--- src/x86_decode_params.svh ---
`ifndef X86_DECODE_PARAMS_SVH
`define X86_DECODE_PARAMS_SVH

// Raw instruction window offered each strobe, also the architectural length limit
`define X86_WINDOW_BYTES 15

// Opcode-aligned window seen by the operand and length logic
`define X86_OPC_BYTES 9

// Legacy prefixes accepted before the opcode
`define X86_MAX_PREFIXES 4

// Prefix byte values
`define X86_PREFIX_OPSIZE 8'h66
`define X86_PREFIX_ADSIZE 8'h67

// Field widths
`define X86_BYTE_W 8
`define X86_DISP_W 32
`define X86_IMM_W 32
`define X86_LEN_W 4
// Count of 0 to 5 prefix bytes
`define X86_PREFIX_CNT_W 3

`endif

--- src/x86_decode_pkg.sv ---
`default_nettype none

`include "x86_decode_params.svh"

package x86_decode_pkg;

  // Operand encoding of the primary opcode
  typedef enum logic [3:0] {
    OPND_ENC_NONE,
    OPND_ENC_REG,
    OPND_ENC_IMM,
    OPND_ENC_REG_IMM,
    OPND_ENC_EAX_IMM,
    OPND_ENC_MODREGRM_RM,
    OPND_ENC_MODREGRM_REG_RM,
    OPND_ENC_MODREGRM_RM_REG,
    OPND_ENC_MODREGRM_RM_IMM,
    OPND_ENC_MODREGRM_REG_RM_IMM,
    OPND_ENC_MODREGRM_RM_REG_IMM,
    OPND_ENC_MODREGRM_RM_REG_CL,
    OPND_ENC_DISP8,
    OPND_ENC_DISP32,
    OPND_ENC_INVALID
  } opnd_form_t;

  // ModR/M, SIB or opcode byte
  typedef logic [`X86_BYTE_W-1:0] byte_t;
  // Displacement after sign extension
  typedef logic [`X86_DISP_W-1:0] disp_t;
  // Immediate, zero-extended from its little-endian bytes
  typedef logic [`X86_IMM_W-1:0] imm_t;
  // Total instruction length in bytes
  typedef logic [`X86_LEN_W-1:0] instr_len_t;
  typedef logic [`X86_OPC_BYTES*8-1:0] opc_window_t;
  typedef logic [`X86_WINDOW_BYTES*8-1:0] window_t;

  // Which operand takes each ModR/M field and the displacement
  typedef struct packed {
    logic opnd0_modrm_rm;
    logic opnd0_modrm_reg;
    logic opnd0_disp;
    logic opnd1_modrm_rm;
    logic opnd1_modrm_reg;
    logic opnd1_disp;
  } opnd_roles_t;

  // Stage 1 register contents
  typedef struct packed {
    opc_window_t                  opc_window;
    logic [`X86_PREFIX_CNT_W-1:0] prefix_count;
    logic                         prefix_operand_16bit;
    logic                         prefix_address_16bit;
    opnd_form_t                   opnd_form;
    logic                         imm_1byte;
    logic                         too_many_prefixes;
  } front_t;

  // Decoded instruction as presented at the output
  typedef struct packed {
    opnd_form_t  opnd_form;
    logic        invalid;
    logic        has_modrm;
    byte_t       modrm;
    logic        has_sib;
    byte_t       sib;
    logic        has_disp;
    logic        is_disp8;
    logic        is_disp32;
    disp_t       disp;
    logic        modrm_rm_is_reg_direct;
    opnd_roles_t roles;
    logic        has_imm;
    imm_t        imm;
    instr_len_t  length;
  } decode_result_t;

endpackage

`default_nettype wire

--- src/decode_opnd_signals.sv ---
`timescale 1ns/1ps
`default_nettype none

module decode_opnd_signals (
  input  wire  x86_decode_pkg::opc_window_t unescaped_instr,
  input  wire  x86_decode_pkg::opnd_form_t  opnd_form,
  input  wire                               prefix_address_16bit,
  input  wire                               prefix_operand_16bit,
  output logic                              has_imm,
  output logic                              has_modrm,
  output logic                              has_sib,
  output logic                              has_disp,
  output logic                              is_disp8,
  output logic                              is_disp32,
  output x86_decode_pkg::byte_t             modrm,
  output x86_decode_pkg::byte_t             sib,
  output x86_decode_pkg::disp_t             disp,
  output logic                              modrm_rm_is_reg_direct,
  output x86_decode_pkg::opnd_roles_t       roles
);

  import x86_decode_pkg::*;

  // Role of each ModR/M field per form
  logic        rm_is_opnd0;
  logic        reg_is_opnd0;
  logic        reg_is_opnd1;
  // Branch forms with no ModR/M
  logic        form_disp8;
  logic        form_disp32;
  logic [1:0]  mod_field;
  logic [2:0]  rm_field;
  // mod 00 with rm 101 gives a bare disp32
  logic        rm_disp32_only;
  // Byte index of the first displacement byte
  logic [1:0]  disp_pos;
  opc_window_t disp_window;

  // Forms that end with immediate bytes
  assign has_imm = opnd_form inside {OPND_ENC_IMM, OPND_ENC_REG_IMM, OPND_ENC_EAX_IMM,
                                     OPND_ENC_MODREGRM_RM_IMM,
                                     OPND_ENC_MODREGRM_REG_RM_IMM,
                                     OPND_ENC_MODREGRM_RM_REG_IMM};

  // R/M is the first operand when the direction bit is clear
  assign rm_is_opnd0 = opnd_form inside {OPND_ENC_MODREGRM_RM, OPND_ENC_MODREGRM_RM_IMM,
                                         OPND_ENC_MODREGRM_RM_REG,
                                         OPND_ENC_MODREGRM_RM_REG_IMM,
                                         OPND_ENC_MODREGRM_RM_REG_CL};
  // REG first, R/M second
  assign reg_is_opnd0 = opnd_form inside {OPND_ENC_MODREGRM_REG_RM,
                                          OPND_ENC_MODREGRM_REG_RM_IMM};
  assign reg_is_opnd1 = opnd_form inside {OPND_ENC_MODREGRM_RM_REG,
                                          OPND_ENC_MODREGRM_RM_REG_IMM,
                                          OPND_ENC_MODREGRM_RM_REG_CL};

  assign form_disp8  = opnd_form == OPND_ENC_DISP8;
  assign form_disp32 = opnd_form == OPND_ENC_DISP32;

  assign has_modrm = rm_is_opnd0 || reg_is_opnd0;

  // ModR/M follows the opcode, SIB follows ModR/M
  assign modrm     = unescaped_instr[15:8];
  assign sib       = unescaped_instr[23:16];
  assign mod_field = modrm[7:6];
  assign rm_field  = modrm[2:0];

  assign modrm_rm_is_reg_direct = mod_field == 2'b11;
  assign rm_disp32_only         = mod_field == 2'b00 && rm_field == 3'b101;

  // SIB only exists with 32-bit addressing, a memory operand and rm 100
  assign has_sib = has_modrm && !prefix_address_16bit
                   && !modrm_rm_is_reg_direct && rm_field == 3'b100;

  // Displacement from the ModR/M mode or from a branch form
  assign has_disp = (has_modrm && (rm_disp32_only || mod_field == 2'b01
                                   || mod_field == 2'b10))
                    || form_disp8 || form_disp32;

  assign is_disp8  = has_disp && (form_disp8 || (has_modrm && mod_field == 2'b01));
  assign is_disp32 = has_disp && (form_disp32
                                  || (has_modrm && (rm_disp32_only || mod_field == 2'b10)));

  // Opcode byte, then ModR/M and SIB when present
  assign disp_pos    = 2'd1 + {1'b0, has_modrm} + {1'b0, has_sib};
  assign disp_window = unescaped_instr >> {disp_pos, 3'b000};

  // disp8 sign-extended, zero when absent
  always_comb begin
    if (!has_disp) begin
      disp = '0;
    end else if (is_disp8) begin
      disp = {{24{disp_window[7]}}, disp_window[7:0]};
    end else begin
      disp = disp_window[31:0];
    end
  end

  // Branch forms put the displacement on operand 0
  // Otherwise it goes with whichever operand takes R/M
  assign roles = '{
    opnd0_modrm_rm:  rm_is_opnd0,
    opnd0_modrm_reg: reg_is_opnd0,
    opnd0_disp:      form_disp8 || form_disp32 || (has_disp && rm_is_opnd0),
    opnd1_modrm_rm:  reg_is_opnd0,
    opnd1_modrm_reg: reg_is_opnd1,
    opnd1_disp:      has_disp && reg_is_opnd0
  };

endmodule

`default_nettype wire

--- src/instr_length_calc.sv ---
`timescale 1ns/1ps
`default_nettype none

`include "x86_decode_params.svh"

module instr_length_calc (
  input  wire  x86_decode_pkg::opc_window_t opc_window,
  input  wire  [`X86_PREFIX_CNT_W-1:0]      prefix_count,
  input  wire                               prefix_operand_16bit,
  input  wire                               has_modrm,
  input  wire                               has_sib,
  input  wire                               has_disp,
  input  wire                               is_disp8,
  input  wire                               has_imm,
  input  wire                               imm_1byte,
  output x86_decode_pkg::imm_t              imm,
  output x86_decode_pkg::instr_len_t        length,
  output logic                              too_long
);

  import x86_decode_pkg::*;

  // Byte counts of the variable fields
  logic [2:0]           disp_len;
  logic [2:0]           imm_len;
  // Byte index of the immediate, also the length without prefixes or imm
  logic [2:0]           imm_pos;
  opc_window_t          imm_window;
  // One bit wider than the length to catch overflow past 15
  logic [`X86_LEN_W:0]  len_sum;

  assign disp_len = !has_disp ? 3'd0 : (is_disp8 ? 3'd1 : 3'd4);

  // imm8 by opcode, else operand size picks 16 or 32 bits
  always_comb begin
    if (!has_imm) begin
      imm_len = 3'd0;
    end else if (imm_1byte) begin
      imm_len = 3'd1;
    end else if (prefix_operand_16bit) begin
      imm_len = 3'd2;
    end else begin
      imm_len = 3'd4;
    end
  end

  assign imm_pos = 3'd1 + {2'b00, has_modrm} + {2'b00, has_sib} + disp_len;

  // Bytes past the opcode window read as zero
  assign imm_window = opc_window >> {imm_pos, 3'b000};

  always_comb begin
    case (imm_len)
      3'd1:    imm = {24'd0, imm_window[7:0]};
      3'd2:    imm = {16'd0, imm_window[15:0]};
      3'd4:    imm = imm_window[31:0];
      default: imm = '0;
    endcase
  end

  assign len_sum = (`X86_LEN_W+1)'(prefix_count) + (`X86_LEN_W+1)'(imm_pos)
                   + (`X86_LEN_W+1)'(imm_len);

  assign too_long = len_sum > `X86_WINDOW_BYTES;
  assign length   = len_sum[`X86_LEN_W-1:0];

endmodule

`default_nettype wire

--- src/opcode_form_lookup.sv ---
`timescale 1ns/1ps
`default_nettype none

module opcode_form_lookup (
  input  wire  x86_decode_pkg::byte_t opcode,
  output x86_decode_pkg::opnd_form_t  opnd_form,
  output logic                        imm_1byte
);

  import x86_decode_pkg::*;

  // Subset of the one-byte opcode map
  always_comb begin
    imm_1byte = 1'b0;
    case (opcode) inside
      // ADD and MOV, r/m is the destination
      8'h00, 8'h01, 8'h88, 8'h89: begin
        opnd_form = OPND_ENC_MODREGRM_RM_REG;
      end
      // ADD and MOV, reg is the destination
      8'h02, 8'h03, 8'h8A, 8'h8B: begin
        opnd_form = OPND_ENC_MODREGRM_REG_RM;
      end
      // ADD AL, imm8
      8'h04: begin
        opnd_form = OPND_ENC_EAX_IMM;
        imm_1byte = 1'b1;
      end
      // ADD eAX, imm16/32
      8'h05: begin
        opnd_form = OPND_ENC_EAX_IMM;
      end
      // INC, DEC, PUSH with register in the opcode
      [8'h40:8'h57]: begin
        opnd_form = OPND_ENC_REG;
      end
      // PUSH imm
      8'h68: begin
        opnd_form = OPND_ENC_IMM;
      end
      8'h6A: begin
        opnd_form = OPND_ENC_IMM;
        imm_1byte = 1'b1;
      end
      // IMUL with three operands
      8'h69: begin
        opnd_form = OPND_ENC_MODREGRM_REG_RM_IMM;
      end
      8'h6B: begin
        opnd_form = OPND_ENC_MODREGRM_REG_RM_IMM;
        imm_1byte = 1'b1;
      end
      // Jcc rel8 and JMP rel8
      [8'h70:8'h7F], 8'hEB: begin
        opnd_form = OPND_ENC_DISP8;
      end
      // Group 1 and MOV r/m with imm8
      8'h80, 8'h83, 8'hC6: begin
        opnd_form = OPND_ENC_MODREGRM_RM_IMM;
        imm_1byte = 1'b1;
      end
      // Group 1 and MOV r/m with full-size imm
      8'h81, 8'hC7: begin
        opnd_form = OPND_ENC_MODREGRM_RM_IMM;
      end
      // MOV reg, imm
      [8'hB8:8'hBF]: begin
        opnd_form = OPND_ENC_REG_IMM;
      end
      // Shift group by CL
      8'hD3: begin
        opnd_form = OPND_ENC_MODREGRM_RM_REG_CL;
      end
      // NOP, RET, INT3
      8'h90, 8'hC3, 8'hCC: begin
        opnd_form = OPND_ENC_NONE;
      end
      // CALL and JMP rel32
      8'hE8, 8'hE9: begin
        opnd_form = OPND_ENC_DISP32;
      end
      // Includes the 0x0F escape and other prefixes
      default: begin
        opnd_form = OPND_ENC_INVALID;
      end
    endcase
  end

endmodule

`default_nettype wire

--- src/prefix_strip.sv ---
`timescale 1ns/1ps
`default_nettype none

`include "x86_decode_params.svh"

module prefix_strip (
  input  wire  x86_decode_pkg::window_t     instr_bytes,
  output x86_decode_pkg::opc_window_t       opc_window,
  output logic [`X86_PREFIX_CNT_W-1:0]      prefix_count,
  output logic                              prefix_operand_16bit,
  output logic                              prefix_address_16bit,
  output logic                              too_many_prefixes
);

  import x86_decode_pkg::*;

  // Still inside the leading run of prefix bytes
  logic    in_run;
  // Raw window moved down so the opcode lands in byte 0
  window_t shifted;

  always_comb begin
    in_run               = 1'b1;
    prefix_count         = '0;
    prefix_operand_16bit = 1'b0;
    prefix_address_16bit = 1'b0;
    // One byte past the limit is scanned so that a fifth prefix shows up
    for (int i = 0; i <= `X86_MAX_PREFIXES; i++) begin
      if (in_run && instr_bytes[8*i +: 8] == `X86_PREFIX_OPSIZE) begin
        prefix_count         = prefix_count + 1'b1;
        prefix_operand_16bit = 1'b1;
      end else if (in_run && instr_bytes[8*i +: 8] == `X86_PREFIX_ADSIZE) begin
        prefix_count         = prefix_count + 1'b1;
        prefix_address_16bit = 1'b1;
      end else begin
        // First non-prefix byte ends the run
        in_run = 1'b0;
      end
    end
  end

  assign too_many_prefixes = prefix_count > `X86_MAX_PREFIXES;

  // Byte shift by the run length, upper bytes fill with zero
  assign shifted    = instr_bytes >> {prefix_count, 3'b000};
  assign opc_window = shifted[`X86_OPC_BYTES*8-1:0];

endmodule

`default_nettype wire

--- src/x86_decode_top.sv ---
`timescale 1ns/1ps
`default_nettype none

`include "x86_decode_params.svh"

module x86_decode_top (
  input  wire                               clk,
  input  wire                               rst_n,
  input  wire                               in_valid,
  input  wire  x86_decode_pkg::window_t     in_bytes,
  output logic                              out_valid,
  output x86_decode_pkg::decode_result_t    out_result
);

  import x86_decode_pkg::*;

  // Stage 1 combinational results
  opc_window_t                  opc_window;
  logic [`X86_PREFIX_CNT_W-1:0] prefix_count;
  logic                         prefix_operand_16bit;
  logic                         prefix_address_16bit;
  logic                         too_many_prefixes;
  opnd_form_t                   opnd_form;
  logic                         imm_1byte;
  front_t                       front_d;

  // Stage 1 register
  front_t                       front_q;
  logic                         s1_valid;

  // Stage 2 combinational results
  logic                         has_imm;
  logic                         has_modrm;
  logic                         has_sib;
  logic                         has_disp;
  logic                         is_disp8;
  logic                         is_disp32;
  byte_t                        modrm;
  byte_t                        sib;
  disp_t                        disp;
  logic                         modrm_rm_is_reg_direct;
  opnd_roles_t                  roles;
  imm_t                         imm;
  instr_len_t                   calc_length;
  logic                         too_long;
  logic                         invalid;
  decode_result_t               result_d;

  prefix_strip prefix_strip_inst (
    .instr_bytes          (in_bytes),
    .opc_window           (opc_window),
    .prefix_count         (prefix_count),
    .prefix_operand_16bit (prefix_operand_16bit),
    .prefix_address_16bit (prefix_address_16bit),
    .too_many_prefixes    (too_many_prefixes)
  );

  // Primary opcode sits in byte 0 once prefixes are gone
  opcode_form_lookup opcode_form_lookup_inst (
    .opcode    (opc_window[7:0]),
    .opnd_form (opnd_form),
    .imm_1byte (imm_1byte)
  );

  assign front_d = '{
    opc_window:           opc_window,
    prefix_count:         prefix_count,
    prefix_operand_16bit: prefix_operand_16bit,
    prefix_address_16bit: prefix_address_16bit,
    opnd_form:            opnd_form,
    imm_1byte:            imm_1byte,
    too_many_prefixes:    too_many_prefixes
  };

  decode_opnd_signals decode_opnd_signals_inst (
    .unescaped_instr        (front_q.opc_window),
    .opnd_form              (front_q.opnd_form),
    .prefix_address_16bit   (front_q.prefix_address_16bit),
    .prefix_operand_16bit   (front_q.prefix_operand_16bit),
    .has_imm                (has_imm),
    .has_modrm              (has_modrm),
    .has_sib                (has_sib),
    .has_disp               (has_disp),
    .is_disp8               (is_disp8),
    .is_disp32              (is_disp32),
    .modrm                  (modrm),
    .sib                    (sib),
    .disp                   (disp),
    .modrm_rm_is_reg_direct (modrm_rm_is_reg_direct),
    .roles                  (roles)
  );

  instr_length_calc instr_length_calc_inst (
    .opc_window           (front_q.opc_window),
    .prefix_count         (front_q.prefix_count),
    .prefix_operand_16bit (front_q.prefix_operand_16bit),
    .has_modrm            (has_modrm),
    .has_sib              (has_sib),
    .has_disp             (has_disp),
    .is_disp8             (is_disp8),
    .has_imm              (has_imm),
    .imm_1byte            (front_q.imm_1byte),
    .imm                  (imm),
    .length               (calc_length),
    .too_long             (too_long)
  );

  // Unknown opcode, prefix overflow or over-length
  assign invalid = front_q.opnd_form == OPND_ENC_INVALID || front_q.too_many_prefixes
                   || too_long;

  always_comb begin
    result_d.opnd_form              = front_q.opnd_form;
    result_d.invalid                = invalid;
    result_d.has_modrm              = has_modrm;
    result_d.modrm                  = modrm;
    result_d.has_sib                = has_sib;
    result_d.sib                    = sib;
    result_d.has_disp               = has_disp;
    result_d.is_disp8               = is_disp8;
    result_d.is_disp32              = is_disp32;
    result_d.disp                   = disp;
    result_d.modrm_rm_is_reg_direct = modrm_rm_is_reg_direct;
    result_d.roles                  = roles;
    result_d.has_imm                = has_imm;
    result_d.imm                    = imm;
    // Invalid reports only the prefixes plus the offending byte
    result_d.length = invalid ? instr_len_t'(front_q.prefix_count) + instr_len_t'(1)
                              : calc_length;
  end

  // Strobes through both stages
  always_ff @(posedge clk) begin
    if (!rst_n) begin
      s1_valid  <= 1'b0;
      out_valid <= 1'b0;
    end else begin
      s1_valid  <= in_valid;
      out_valid <= s1_valid;
    end
  end

  // Payload only loads alongside its strobe
  always_ff @(posedge clk) begin
    if (in_valid) begin
      front_q <= front_d;
    end
    if (s1_valid) begin
      out_result <= result_d;
    end
  end

endmodule

`default_nettype wire
--- config.mk ---
export PLATFORM = sky130hd
export DESIGN_NAME = x86_decode_top
export DESIGN_NICKNAME = d
export VERILOG_FILES = /design/src/x86_decode_pkg.sv /design/src/decode_opnd_signals.sv /design/src/instr_length_calc.sv /design/src/opcode_form_lookup.sv /design/src/prefix_strip.sv /design/src/x86_decode_top.sv
export VERILOG_INCLUDE_DIRS = /design/src /design/src/src
export SDC_FILE = /design/constraint.sdc
export NUM_CORES = 1
export LEC_CHECK = 0
export CAP_MARGIN = 30
export CORE_MARGIN = 2
export CORE_UTILIZATION = 60
export DETAILED_ROUTE_END_ITERATION = 8
export DONT_BUFFER_PORTS = 1
export GPL_TIMING_DRIVEN = 1
export PLACE_DENSITY = 0.76
export SLEW_MARGIN = 10
export SYNTH_ARGS = -nofsm -noshare
export SYNTH_HDL_FRONTEND = slang
export SYNTH_HIERARCHICAL = 1
export SYNTH_SLANG_ARGS = --single-unit
--- constraint.sdc ---
create_clock -name clk -period 5.45 [get_ports clk]
set_input_delay 0.545 -clock clk [delete_from_list [all_inputs] [get_ports clk]]
set_output_delay 0.545 -clock clk [all_outputs]
set_load 0.02 [all_outputs]
# [Word level (Yosys, flattened, before mapping)]
# Cells that the tools add are included.
[op_classes] addsub=12 multipliers=0 n_div=0 order_cmp=8 eq_ne=56 shift=3 n_mux=60 bitwise=0 reduce_logical=53
[ops] cell="$eq A8 B8 Y1 const B" count=16
[ops] cell="$shr A120 B6 Y72" count=1
[ops] cell="$eq A8 B7 Y1 const B" count=14
[ops] cell="$pmux W32 S3" count=1
[ops] cell="$shr A72 B5 Y32" count=1
[ops] cell="$shr A72 B6 Y32" count=1
[ops] cell="$mux W3" count=17
[ops] cell="$mux W4" count=9
[ops] cell="$mux W32" count=1
[ops] cell="$mux W1" count=29
[ops] cell="$eq A4 B4 Y1 const B" count=7
[ops] cell="$logic_and A1 B1 Y1" count=22
[ops] cell="$eq A4 B3 Y1 const B" count=4
[ops] cell="$eq A8 B2 Y1 const B" count=2
[ops] cell="$eq A8 B3 Y1 const B" count=2
[ops] cell="$ge A8 B7 Y1 const B" count=2
[ops] cell="$le A8 B7 Y1 const B" count=2
[ops] cell="$reduce_or A13 Y1" count=1
[ops] cell="$add A3 B1 Y3 const B" count=4
[ops] cell="$logic_or A1 B1 Y1" count=12
[ops] cell="$reduce_or A4 Y1" count=3
[ops] cell="$reduce_or A10 Y1" count=1
[ops] cell="$eq A3 B3 Y1 const B" count=3
[ops] cell="$eq A4 B2 Y1 const B" count=2
[ops] cell="27 further kinds" count=35
[word_totals] reg_bits=186 latchBits=0 ram_bits=0 romBits=0 output_inout_bits=103 word_cells=223 mem_count=0

# [Longest topological paths before layout]
# Gate-level depths: netlist of run 1.
[logic_depth] depth_word=33 ltp_mapped=22 mapped_depth_nobuf=18

# [By module]
# The synthesis of run 1 kept the hierarchy.
[by_module_without_submodules] module="x86_decode_top" n_inst=1 cells_each=200 area_per_inst_um2=5735.5
[by_module_without_submodules] module="prefix_strip" n_inst=1 cells_each=555 area_per_inst_um2=3687.3
[by_module_without_submodules] module="instr_length_calc" n_inst=1 cells_each=234 area_per_inst_um2=2098.3
[by_module_without_submodules] module="decode_opnd_signals" n_inst=1 cells_each=205 area_per_inst_um2=1529.0
[by_module_without_submodules] module="opcode_form_lookup" n_inst=1 cells_each=47 area_per_inst_um2=337.8

# [Least setup slack after synthesis of run 1]
# OpenSTA, ideal clock, no wires.
[synth_path] path_type="input -> register" from="input port in_bytes[5]" to="register front_q[1] in the netlist's numbering (data pin)" setup_time_ns=0.167 arrival_time_ns=4.279 required_ns=5.283 slack_ns=1.004 stages=22 path_buffers=4 cell_sequence="and4b_1 > nand2_1 > clkbuf_1 > nor2_1 > ha_1 > nor2_1 > nor2_1 > ha_1 > inv_1 > or4_1 > a211o_1 > buf_6 > clkinv_4 > buf_6 > nor2_1 > a221oi_2 > o221ai_1 > buf_6 > and4bb_1 > nand3_1 > o32a_1 > a221oi_2"
[synth_via] elab_chain_cells=27 elab_cells_between_ends=69 classes_between="add/sub (4); order compare (4); eq/ne (19); shift (1); mux (27); reduce/logical (14)"
[synth_rtl] element="start, declared" line_no="x86_decode_top.sv:10" text="input wire x86_decode_pkg::window_t in_bytes,"
[synth_rtl] element="$eq A8 B7 Y1 (no line)"
[synth_rtl] element="$mux W1" line_no="prefix_strip.sv:32" text="end else if (in_run && instr_bytes[8*i +: 8] == `X86_PREFIX_ADSIZE) begin"
[synth_rtl] element="$mux W3 / $mux W1 (equally long branches)" line_no="prefix_strip.sv:29" text="if (in_run && instr_bytes[8*i +: 8] == `X86_PREFIX_OPSIZE) begin"
[synth_rtl] element="$add A3 B1 Y3 / $logic_and A1 B1 Y1 (equally long branches)"
[synth_rtl] element="$mux W3 / $mux W1 (equally long branches)" line_no="prefix_strip.sv:32"
[synth_rtl] element="$mux W3 / $mux W1 (equally long branches)" line_no="prefix_strip.sv:29"
[synth_rtl] element="$add A3 B1 Y3 / $logic_and A1 B1 Y1 (equally long branches)"
[synth_rtl] element="$mux W3 / $mux W1 (equally long branches)" line_no="prefix_strip.sv:32"
[synth_rtl] element="[... 5 more ...]"
[synth_rtl] element="$mux W3" line_no="prefix_strip.sv:32"
[synth_rtl] element="$mux W3 (*)" line_no="prefix_strip.sv:29"
[synth_rtl] element="$shr A120 B6 Y72 (*)" line_no="prefix_strip.sv:45" text="assign shifted = instr_bytes >> {prefix_count, 3'b000};"
[synth_rtl] element="net opc_window[4]" line_no="x86_decode_top.sv:18" text="opc_window_t opc_window;"
[synth_rtl] element="$ge A8 B7 Y1 (no line), or another cell as far along"
[synth_rtl] element="$logic_and A1 B1 Y1 (no line) / $reduce_or A3 Y1 (equally long branches)"
[synth_rtl] element="$reduce_or A2 Y1 / $mux W1 (equally long branches)" line_no="opcode_form_lookup.sv:15" text="case (opcode) inside"
[synth_rtl] element="$mux W1 (8 in a row)" line_no="opcode_form_lookup.sv:15"
[synth_rtl] element="end signal, assigned" line_no="x86_decode_top.sv:146" text="front_q <= front_d;"
[synth_rtl] element="end, declared" line_no="x86_decode_top.sv:28" text="front_t front_q;"
# Mark *: on every way through the listed nets, which the timed path passes. The rest lies on a longest branch.
# A chain may end at the register's enable or synchronous reset.

==> results.cfg, run 1 <==
[run_status]
outcome = finished, final reports clean

[grt]
antenna_found_initial = 1
grt_overflow = 0
grt_pass1_wl_mm = 58.03
grt_pass1_vias = 9824
grt_max_degree = 85
track_usage_pct = 31.43

[pwr]
ir_drop_v = 0.0002101
p_leak_nw = 5.066
power_mw = 4.029
power.density_nw_per_um2 = 289.3

[drt]
first_pass_iters = 6
wl_mm = 37.34
vias = 10491
wl_per_cell_um = 25.37
drt_iter0_markers = 1535
final_antenna_net_count = 0
drc = 0
via_per_inst = 7.127

[yosys]
synth_edf_count = 185
synth.area.top_cells = edfxtp_1, mux2i_1, mux4_2, nand2_1, mux2_2
ys_types = 88
synth_top_area_share_pct = 41.50
ys_dominant_reg_cell = edfxtp_1
synth_area_per_cell_sq_um = 10.79
synthCells = 1241
synthesis.area_sq_um = 13390
ys_seq_elements = 187
syn_nets = 1377
ys_seq_area_share_pct = 41.79
yosysTopAreaCell = edfxtp_1
async_flop_share_pct = 0
ys_warn_count = 6

[cts]
root_buffer = clkbuf_16
cts-resized-gates = 0
numCtsBuffers = 17
ctsHoldBuffers = 0
clk_pin_slew_ns = 0.08
clock_latency_ns = 0.44
cts_tree = yes
clockBufferDepth = 2
htreeDepth = 4
cts.sinks = 187
cts_setup_buffers = 0

[final_layout]
area_growth_pct = 4.047
num-fill-cells = 1719
fin_cells = 1472
postLayoutCoreUtil_pct = 63.63
drive_gt1_share_pct = 16.78
diodes = 0
nNetsFinal = 1315

[place]
place_congestion = 1.026
dp_hpwl_mm = 27.69
dp_cells = 1439
post-place-ws_ns = 0.6606
io_buffers = 0

[die]
dieArea_sq_um = 23520
fp.dieW_um = 153.4
io_pins = 226
core-area_sq_um = 21890
die_h_um = 153.4
rows = 54
initial_utilization_pct = 61.16

[timing]
finalSetupTns_ns = 0
rsz0062_at_grt = no
fmax_mhz = 209.5
period_needed_ns = 4.774
fin_crit_sh_pct = 87.60
finalHoldViolCount = 0
setup_ws_ns = 0.6760
tightest_slew_ns = 1.051
fin_worst_skew_ns = 0.01426
setup_viol = 0
slew_viol_final = 0
timing.max_slew.rel_slack_pct = 29.56

[critical_path]
rrSetupSlack_ns = 0.68
timing.rr.start = front_q[5]
cp.depth = 18
critical_path_arrival_ns = 4.97
r2r_cells = 18
critical_path.startpoint_type = register
critPathKind = reg -> reg
crit_start = front_q[5]
critPathCapture = out_result[1]
cp_slowest_cell = nor2_1
critical_path_required_ns = 5.64
r2r-end = out_result[1]
endpoint_kind = register
critPathTopFamily = simple AND/OR/NAND/NOR gates
critical_path.max_fanout = 11
slowest_delay_ns = 0.77
crit_chain = nand2b_1 > nor4b_4 > nor2_1 > nand2_1 > nand2_1 > ha_1 > inv_1 > ha_2 > ha_2 > xor2_2 > inv_2 > fa_1 > ha_1 > a21oi_1 > nor2b_1 > nor2_2 > nand2_4 > mux2_4
cp_num_buf_inv = 2

[flow_run]
cap_viol_max_count = 0

[worst_hold_path]
hold_path_class = in -> reg
[state kept, by name (all words and copies together), names as in the netlist]
| signal | flops |
|---|---|
| front_q | 83 |
| out_result | 102 |
| out_valid | 1 |
| s1_valid | 1 |
[synth_stat cells, types with 7 or more instances]
cell	count
a211oi_1	10
a21boi_0	13
a21oi_1	78
a221o_1	10
a221oi_1	25
a221oi_2	11
a22o_1	28
a22oi_1	11
a31oi_1	24
a32o_1	11
and2_1	14
buf_2	35
buf_4	45
buf_6	12
clkbuf_1	26
edfxtp_1	185
ha_1	10
inv_1	25
mux2_2	36
mux2i_1	115
mux4_2	33
nand2_1	175
nand2b_1	7
nand3_1	20
nor2_1	44
nor2b_1	10
nor3_1	16
o211ai_1	12
o21ai_0	42
o22ai_1	9
o2bb2ai_1	16
o31ai_2	8
or3_1	16
[cells by family after synthesis]
| kind of cell | count (synthesis) | synth area share (%) |
|---|---|---|
| muxes | 187 | 17.51 |
| adders and majority gates | 13 | 1.383 |
| AOI/OAI and AO/OA | 346 | 19.26 |
| DFF | 187 | 41.79 |
| xor gates and xnor gates | 5 | 0.3833 |
| buffers and inverters | 152 | 6.645 |
| and+or+nand+nor | 351 | 13.02 |
[cell usage in the layout (no fill, tap or decap), types with 16 or more instances in the layout]
master | netlist | routed
a21oi_1 | 78 | 78
a221oi_1 | 25 | 25
a22o_1 | 28 | 28
a31oi_1 | 24 | 24
buf_4 | 45 | 38
clkbuf_16 | 0 | 17
edfxtp_1 | 185 | 185
inv_1 | 25 | 25
mux2_2 | 36 | 36
mux2i_1 | 115 | 115
mux4_2 | 33 | 33
nand2_1 | 175 | 175
nand3_1 | 20 | 20
nor2_1 | 44 | 44
o21ai_0 | 42 | 42
o2bb2ai_1 | 16 | 16
or3_1 | 16 | 16
[through the flow]
| stage | cell area (sq um) | hold slack, ns |
|---|---|---|
| 3_3_place_gp | 13320 | 0.5290 |
| 5_1_grt | 13930 | 0.2082 |
| 2_1_floorplan | 13390 | 0.5462 |
| 3_5_place_dp | 13320 | 0.5376 |
| 4_1_cts | 13910 | 0.2040 |
| 6_report | 13930 | 0.2290 |
[final cells by class]
cell class	instances	area [sq um]	share of cell area, %
Clock buffer	17	425.4	3.054
Multi-Input combinational cell	902	6928	49.74
Inverter	30	120.1	0.8623
Clock inverter	15	166.4	1.195
Timing Repair Buffer	41	340.3	2.443
Tap cell	280	350.3	2.515
Sequential cell	187	5599	40.20
[routing by layer]
layer	track usage [%]	routed length, um	part of all wire (%)
met3	8.959	4382	12
met4	11.14	1131	3.0
met2	45.81	16290	44
met1	45.21	15520	42
met5	0	17	0.046
[worst min-delay path by stage]
stage | slack (ns) | depth (start not counted) | endpoint | start
after floorplan | 0.55 | 0 | out_result[98] | front_q[2]
after global placement | 0.53 | 0 | out_result[91] | front_q[22]
after detailed placement | 0.54 | 0 | out_result[91] | front_q[22]
after CTS | 0.20 | 0 | front_q[0] | in_valid
after global routing | 0.21 | 0 | front_q[0] | in_valid
final | 0.23 | 1 | s1_valid | rst_n
[where the power goes]
| part | internal (mW) | switching (mW) | total, mW |
|---|---|---|---|
| clock | 0.618 | 0.587 | 1.20 |
| combinational | 0.412 | 0.479 | 0.891 |
| sequential | 1.74 | 0.191 | 1.93 |
| total | 2.77 | 1.26 | 4.03 |
Power figures use the tool's default switching activity.
==> inputs of run 2 (changes only) <==
--- a/config.mk
+++ b/config.mk
@@ -6,13 +6,13 @@
 export SDC_FILE = /design/constraint.sdc
 export NUM_CORES = 1
 export LEC_CHECK = 0
+export BUFFER_PORTS_ARGS = -buffer_cell sky130_fd_sc_hd__buf_4
 export CAP_MARGIN = 30
 export CORE_MARGIN = 2
-export CORE_UTILIZATION = 60
+export CORE_UTILIZATION = 58
 export DETAILED_ROUTE_END_ITERATION = 8
-export DONT_BUFFER_PORTS = 1
 export GPL_TIMING_DRIVEN = 1
-export PLACE_DENSITY = 0.76
+export PLACE_DENSITY = 0.82
 export SLEW_MARGIN = 10
 export SYNTH_ARGS = -nofsm -noshare
 export SYNTH_HDL_FRONTEND = slang
==> run 2 against run 1 <==
  * Power grew 6.5%
  * Critical endpoint is now out_result[3]
  * Final area grew 12%
  * First-iteration DRC count grew 18%
  * Largest cell class unchanged
  * Highest routed layer is now met4
  * Clock power hardly changed
  * Critical path type unchanged
==> results.cfg, run 2 (synthesis results as in run 1) <==
[timing]
fmax_mhz = 205.5
rsz0062_at_grt = no
finalHoldViolCount = 0
holdWs_ns = 0.3173
period_needed_ns = 4.867
fin_worst_skew_ns = 0.01358
tightest_slew_ns = 0.9908
timing.max_slew.rel_slack_pct = 33.58
finalSetupTns_ns = 0
fin_crit_sh_pct = 89.30
slew_viol_final = 0
setup_viol = 0

[final_layout]
num-fill-cells = 1665
nNetsFinal = 1541
mostFrequentLayoutCell = buf_4
largest_register_ffs = 102
area_growth_pct = 16.83
drive_gt1_share_pct = 29.90
reg_top3 = out_result (102), front_q (83)
diodes = 0
final_cell_mix = buf_4, edfxtp_1, nand2_1
regMostFlops = out_result

[flow_run]
cap_viol_max_count = 0

[die]
io_pins = 226
dieArea_sq_um = 24310
die_h_um = 155.9
rows = 55
core-area_sq_um = 22640
initial_utilization_pct = 59.13
fp.dieW_um = 155.9

[critical_path]
rrSetupSlack_ns = 0.58
critical_path.max_fanout = 35
critical_path_arrival_ns = 5.06
endpoint_kind = register
cp_num_buf_inv = 2
critical_path_required_ns = 5.64
critical_path.startpoint_type = register
critPathKind = reg -> reg
slowest_delay_ns = 0.58
critPathTopFamily = adder cells
cp_slowest_cell = edfxtp_1
crit_chain = or2_2 > a21boi_4 > o22a_4 > nand2_1 > nand2_1 > ha_1 > inv_1 > ha_2 > ha_2 > xor2_2 > inv_2 > fa_1 > ha_1 > a21oi_1 > nor2b_1 > nor2_2 > nand2_4 > mux2_4

[grt]
grt_max_degree = 82
track_usage_pct = 34.56
grt_pass1_wl_mm = 64.11
grt_pass1_vias = 10845
grt_overflow = 0
antenna_found_initial = 0

[pwr]
p_leak_nw = 6.136
ir_drop_v = 0.0002622
power.density_nw_per_um2 = 274.2

[place]
place_congestion = 1.006
dp_hpwl_mm = 30.84
io_buffers = 225

[cts]
numCtsBuffers = 17
cts-resized-gates = 0
cts_tree = yes
clock_latency_ns = 0.44
clk_pin_slew_ns = 0.08
cts.sinks = 187
htreeDepth = 4
cts_setup_buffers = 0
root_buffer = clkbuf_16
clockBufferDepth = 2
ctsHoldBuffers = 0

[run_status]
outcome = finished, final reports clean

[drt]
vias = 11716
final_antenna_net_count = 0
first_pass_iters = 7
via_per_inst = 6.880
drt_iter0_markers = 1806
wl_per_cell_um = 24.78
wl_mm = 42.19
drc = 0

[worst_hold_path]
hold_path_class = in -> reg
run 2: final timing paths:
check,depth (start not counted),to,from
worst min register to register,0,out_result[91],front_q[22]
worst max-delay path,18,out_result[3],front_q[3]
worst min-delay path,2,s1_valid,rst_n
worst max register to register,18,out_result[3],front_q[3]
run 2: cell type report:
type                    count  area [sq um]  share of cell area, %
multi-input cells         902          6924                  44.27
clock inverters            14         167.7                  1.072
clock buffers              18         429.2                  2.744
flip-flops and latches    187          5599                  35.80
well taps                 285         356.6                  2.280
inverters                  30         120.1                 0.7679
repair buffers            267          2044                  13.07
run 2: per-layer routing:
layer  global-route usage (%)  share of wire (%)
met5                        0                  0
met4                    10.66                3.0
met1                    48.47                 40
met2                    55.06                 46
met3                    6.333                 11
run 2: stage by stage:
stage | setup slack (ns) | instances | area (sq um) | util (%) | total power, mW
after global placement | 0.4255 | 1668 | 14980 | 66.17 | 3.019
after global routing | 0.3591 | 1703 | 15640 | 69.09 | 4.463
after CTS | 0.3819 | 1700 | 15580 | 68.81 | 4.276
final | 0.5834 | 1703 | 15640 | 69.09 | 4.290
after detailed placement | 0.3288 | 1668 | 14980 | 66.17 | 3.053
after floorplan | 1.004 | 1241 | 13390 | - | 2.685
run 2: where the power goes:
group	switching (mW)	internal, mW
clock network	0.599	0.621
logic	0.686	0.547
registers	0.101	1.74
==> inputs of run 3 (changes only) <==
--- a/config.mk
+++ b/config.mk
@@ -9,10 +9,10 @@
 export BUFFER_PORTS_ARGS = -buffer_cell sky130_fd_sc_hd__buf_4
 export CAP_MARGIN = 30
 export CORE_MARGIN = 2
-export CORE_UTILIZATION = 58
+export CORE_UTILIZATION = 35
 export DETAILED_ROUTE_END_ITERATION = 8
 export GPL_TIMING_DRIVEN = 1
-export PLACE_DENSITY = 0.82
+export RECOVER_POWER = 100
 export SLEW_MARGIN = 10
 export SYNTH_ARGS = -nofsm -noshare
 export SYNTH_HDL_FRONTEND = slang
==> run 3 against run 2 <==
  * Final cell count increased by 13%
  * Largest cell class unchanged
  * Via count decreased by 4.0%
  * Clock-buffer cell count decreased by 1
  * Setup slack got worse by 0.010 ns
  * Clock power increased by 6%
  * First-iteration DRC count decreased by 31%
  * Routed wire length increased by 4.8%
  * Sequential share of layout area increased by 0.67 points
  * Power decreased by 0.38%
  * Critical path depth increased by 1
  * The flow now finishes with violations (capacitance limit, slew limit)
  * Sequential cell count unchanged
  * Highest routed layer unchanged
  * Sequential power about the same
==> results.cfg, run 3 (synthesis results as in run 1) <==
[grt]
busiest_layer = met1
grt_pass1_vias = 10496
grt_max_degree = 84
grt_pass1_wl_mm = 66.24
antenna_found_initial = 1
track_usage_pct = 21.97
grtUsageMet1_pct = 34.29
use_met2_pct = 30.63
grt_overflow = 0
grt_use_met3_pct = 4.287

[timing]
tightest_slew_ns = 3.737
fin_crit_sh_pct = 89.49
period_needed_ns = 4.877
fin_worst_skew_ns = 0.008682
finalHoldViolCount = 0
setup_viol = 0
rsz0062_at_grt = no
fmax_mhz = 205.0
setup_ws_ns = 0.5730
slew_viol_final = 126
finalSetupTns_ns = 0
timing.max_slew.rel_slack_pct = -149.1

[final_layout]
reg_top3 = out_result (102), front_q (83)
mostFrequentLayoutCell = edfxtp_1
area_growth_pct = 14.61
multiInputGateArea_sq_um = 6774
nNetsFinal = 1543
num-fill-cells = 3804
largest_register_ffs = 102
drive_gt1_share_pct = 19.73
diodes = 0
regMostFlops = out_result
regArea_sq_um = 5595
final_cell_mix = edfxtp_1, nand2_1, buf_4

[place]
dp_hpwl_mm = 33.71
post-place-ws_ns = 0.4054
io_buffers = 225
place_congestion = 0.9851

[critical_path]
rrSetupSlack_ns = 0.66
critical_path.startpoint_type = primary input
critPathKind = in -> reg
critical_path_required_ns = 5.69
critical_path.max_fanout = 23
r2r_cells = 18
endpoint_kind = register
critical_path_arrival_ns = 5.12
timing.rr.start = front_q[3]
r2r-end = out_result[3]

[pwr]
p_switching_mw = 1.322
p_leak_nw = 5.719
power_mw = 4.273
switching_share_pct = 30.93
p_clk_share_pct = 30.3
power.density_nw_per_um2 = 278.5
ir_drop_v = 0.0002316
internal_power_mw = 2.952
p_seq_share_pct = 43.1
combPwrFrac_pct = 26.6

[cts]
clock_latency_ns = 0.44
htreeDepth = 4
cts.sinks = 187
clockBufferDepth = 2
cts_tree = yes
cts_setup_buffers = 0
root_buffer = clkbuf_16
clk_pin_slew_ns = 0.07
ctsHoldBuffers = 0
cts-resized-gates = 0
numCtsBuffers = 17

[run_status]
outcome = finished, violations left
violations = capacitance limit, slew limit

[die]
initial_utilization_pct = 35.54
rows = 71
io_pins = 226
core-area_sq_um = 37670
dieArea_sq_um = 39830
fp.dieW_um = 199.6
die_h_um = 199.6

[worst_hold_path]
min_path_cells = 2
hold_end = out_valid
hold_path_class = in -> reg
min-delay-start = rst_n

[drt]
final_antenna_net_count = 0
first_pass_iters = 6
wl_per_cell_um = 22.91
drc = 0
via_per_inst = 5.830
vias = 11251
wl_mm = 44.22
drt_iter0_markers = 1253

[flow_run]
cap_viol_max_count = 3
run 3: cell count changes in the layout (fill, tap and decap cells not counted), sizes merged:
cell    before  now
buf        267  150
bufinv       0    3
clkbuf      18  136
clkinv       6    4
inv         38   37
run 3: worst max path at each step:
stage / from / to / depth (start not counted)
finish: in_bytes[23] / front_q[1] / 19
global route: in_bytes[23] / front_q[1] / 18
CTS: in_bytes[23] / front_q[1] / 19
detailed placement: in_bytes[23] / front_q[1] / 19
global placement: in_bytes[23] / front_q[1] / 19
floorplan: in_bytes[5] / front_q[1] / 22
run 3: layer usage:
metal,up-vias,wire length (um)
li1,5126,-
met1,5445,21320
met2,627,18300
met3,53,3793
met4,0,811
met5,-,0
run 3: critical path: stages:
cell,delay (ns)
buf_4,0.13
and4bb_1,0.28
a211oi_1,0.39
nor2_1,0.09
ha_1,0.31
nor2_1,0.11
nor2_1,0.05
ha_1,0.26
nand3_1,0.11
a31o_2,0.29
inv_4,0.25
clkbuf_1,0.63
a221oi_1,0.26
o221ai_1,0.19
buf_4,0.24
nand4b_1,0.15
nor3_1,0.36
a21oi_1,0.12
a221oi_1,0.31
run 3: power by group through the flow:
stage / sequential (mW) / clock [mW] / combinational [mW]
3_5_place_dp: 1.87 / 0 / 1.21
6_report: 1.84 / 1.29 / 1.14
2_1_floorplan: 1.92 / 0 / 0.762
3_3_place_gp: 1.87 / 0 / 1.20
5_1_grt: 1.86 / 1.37 / 1.24
4_1_cts: 1.84 / 1.32 / 1.22
run 3: area by class of cell:
cell class / count / area share [%]
Clock inverter: 14 / 1.199
Multi-Input combinational cell: 902 / 44.15
Sequential cell: 187 / 36.47
Tap cell: 511 / 4.167
Inverter: 30 / 0.7828
Timing Repair Buffer: 269 / 10.46
Clock buffer: 17 / 2.773
run 3: metrics by stage:
stage	hold WS [ns]	area, sq um	utilization, %	std cells
2_1_floorplan	0.5462	13390	-	1241
3_3_place_gp	0.5029	15310	40.65	1897
3_5_place_dp	0.5113	15320	40.67	1898
4_1_cts	0.3034	15930	42.29	1929
5_1_grt	0.3142	15340	40.74	1930
6_report	0.3187	15340	40.74	1930
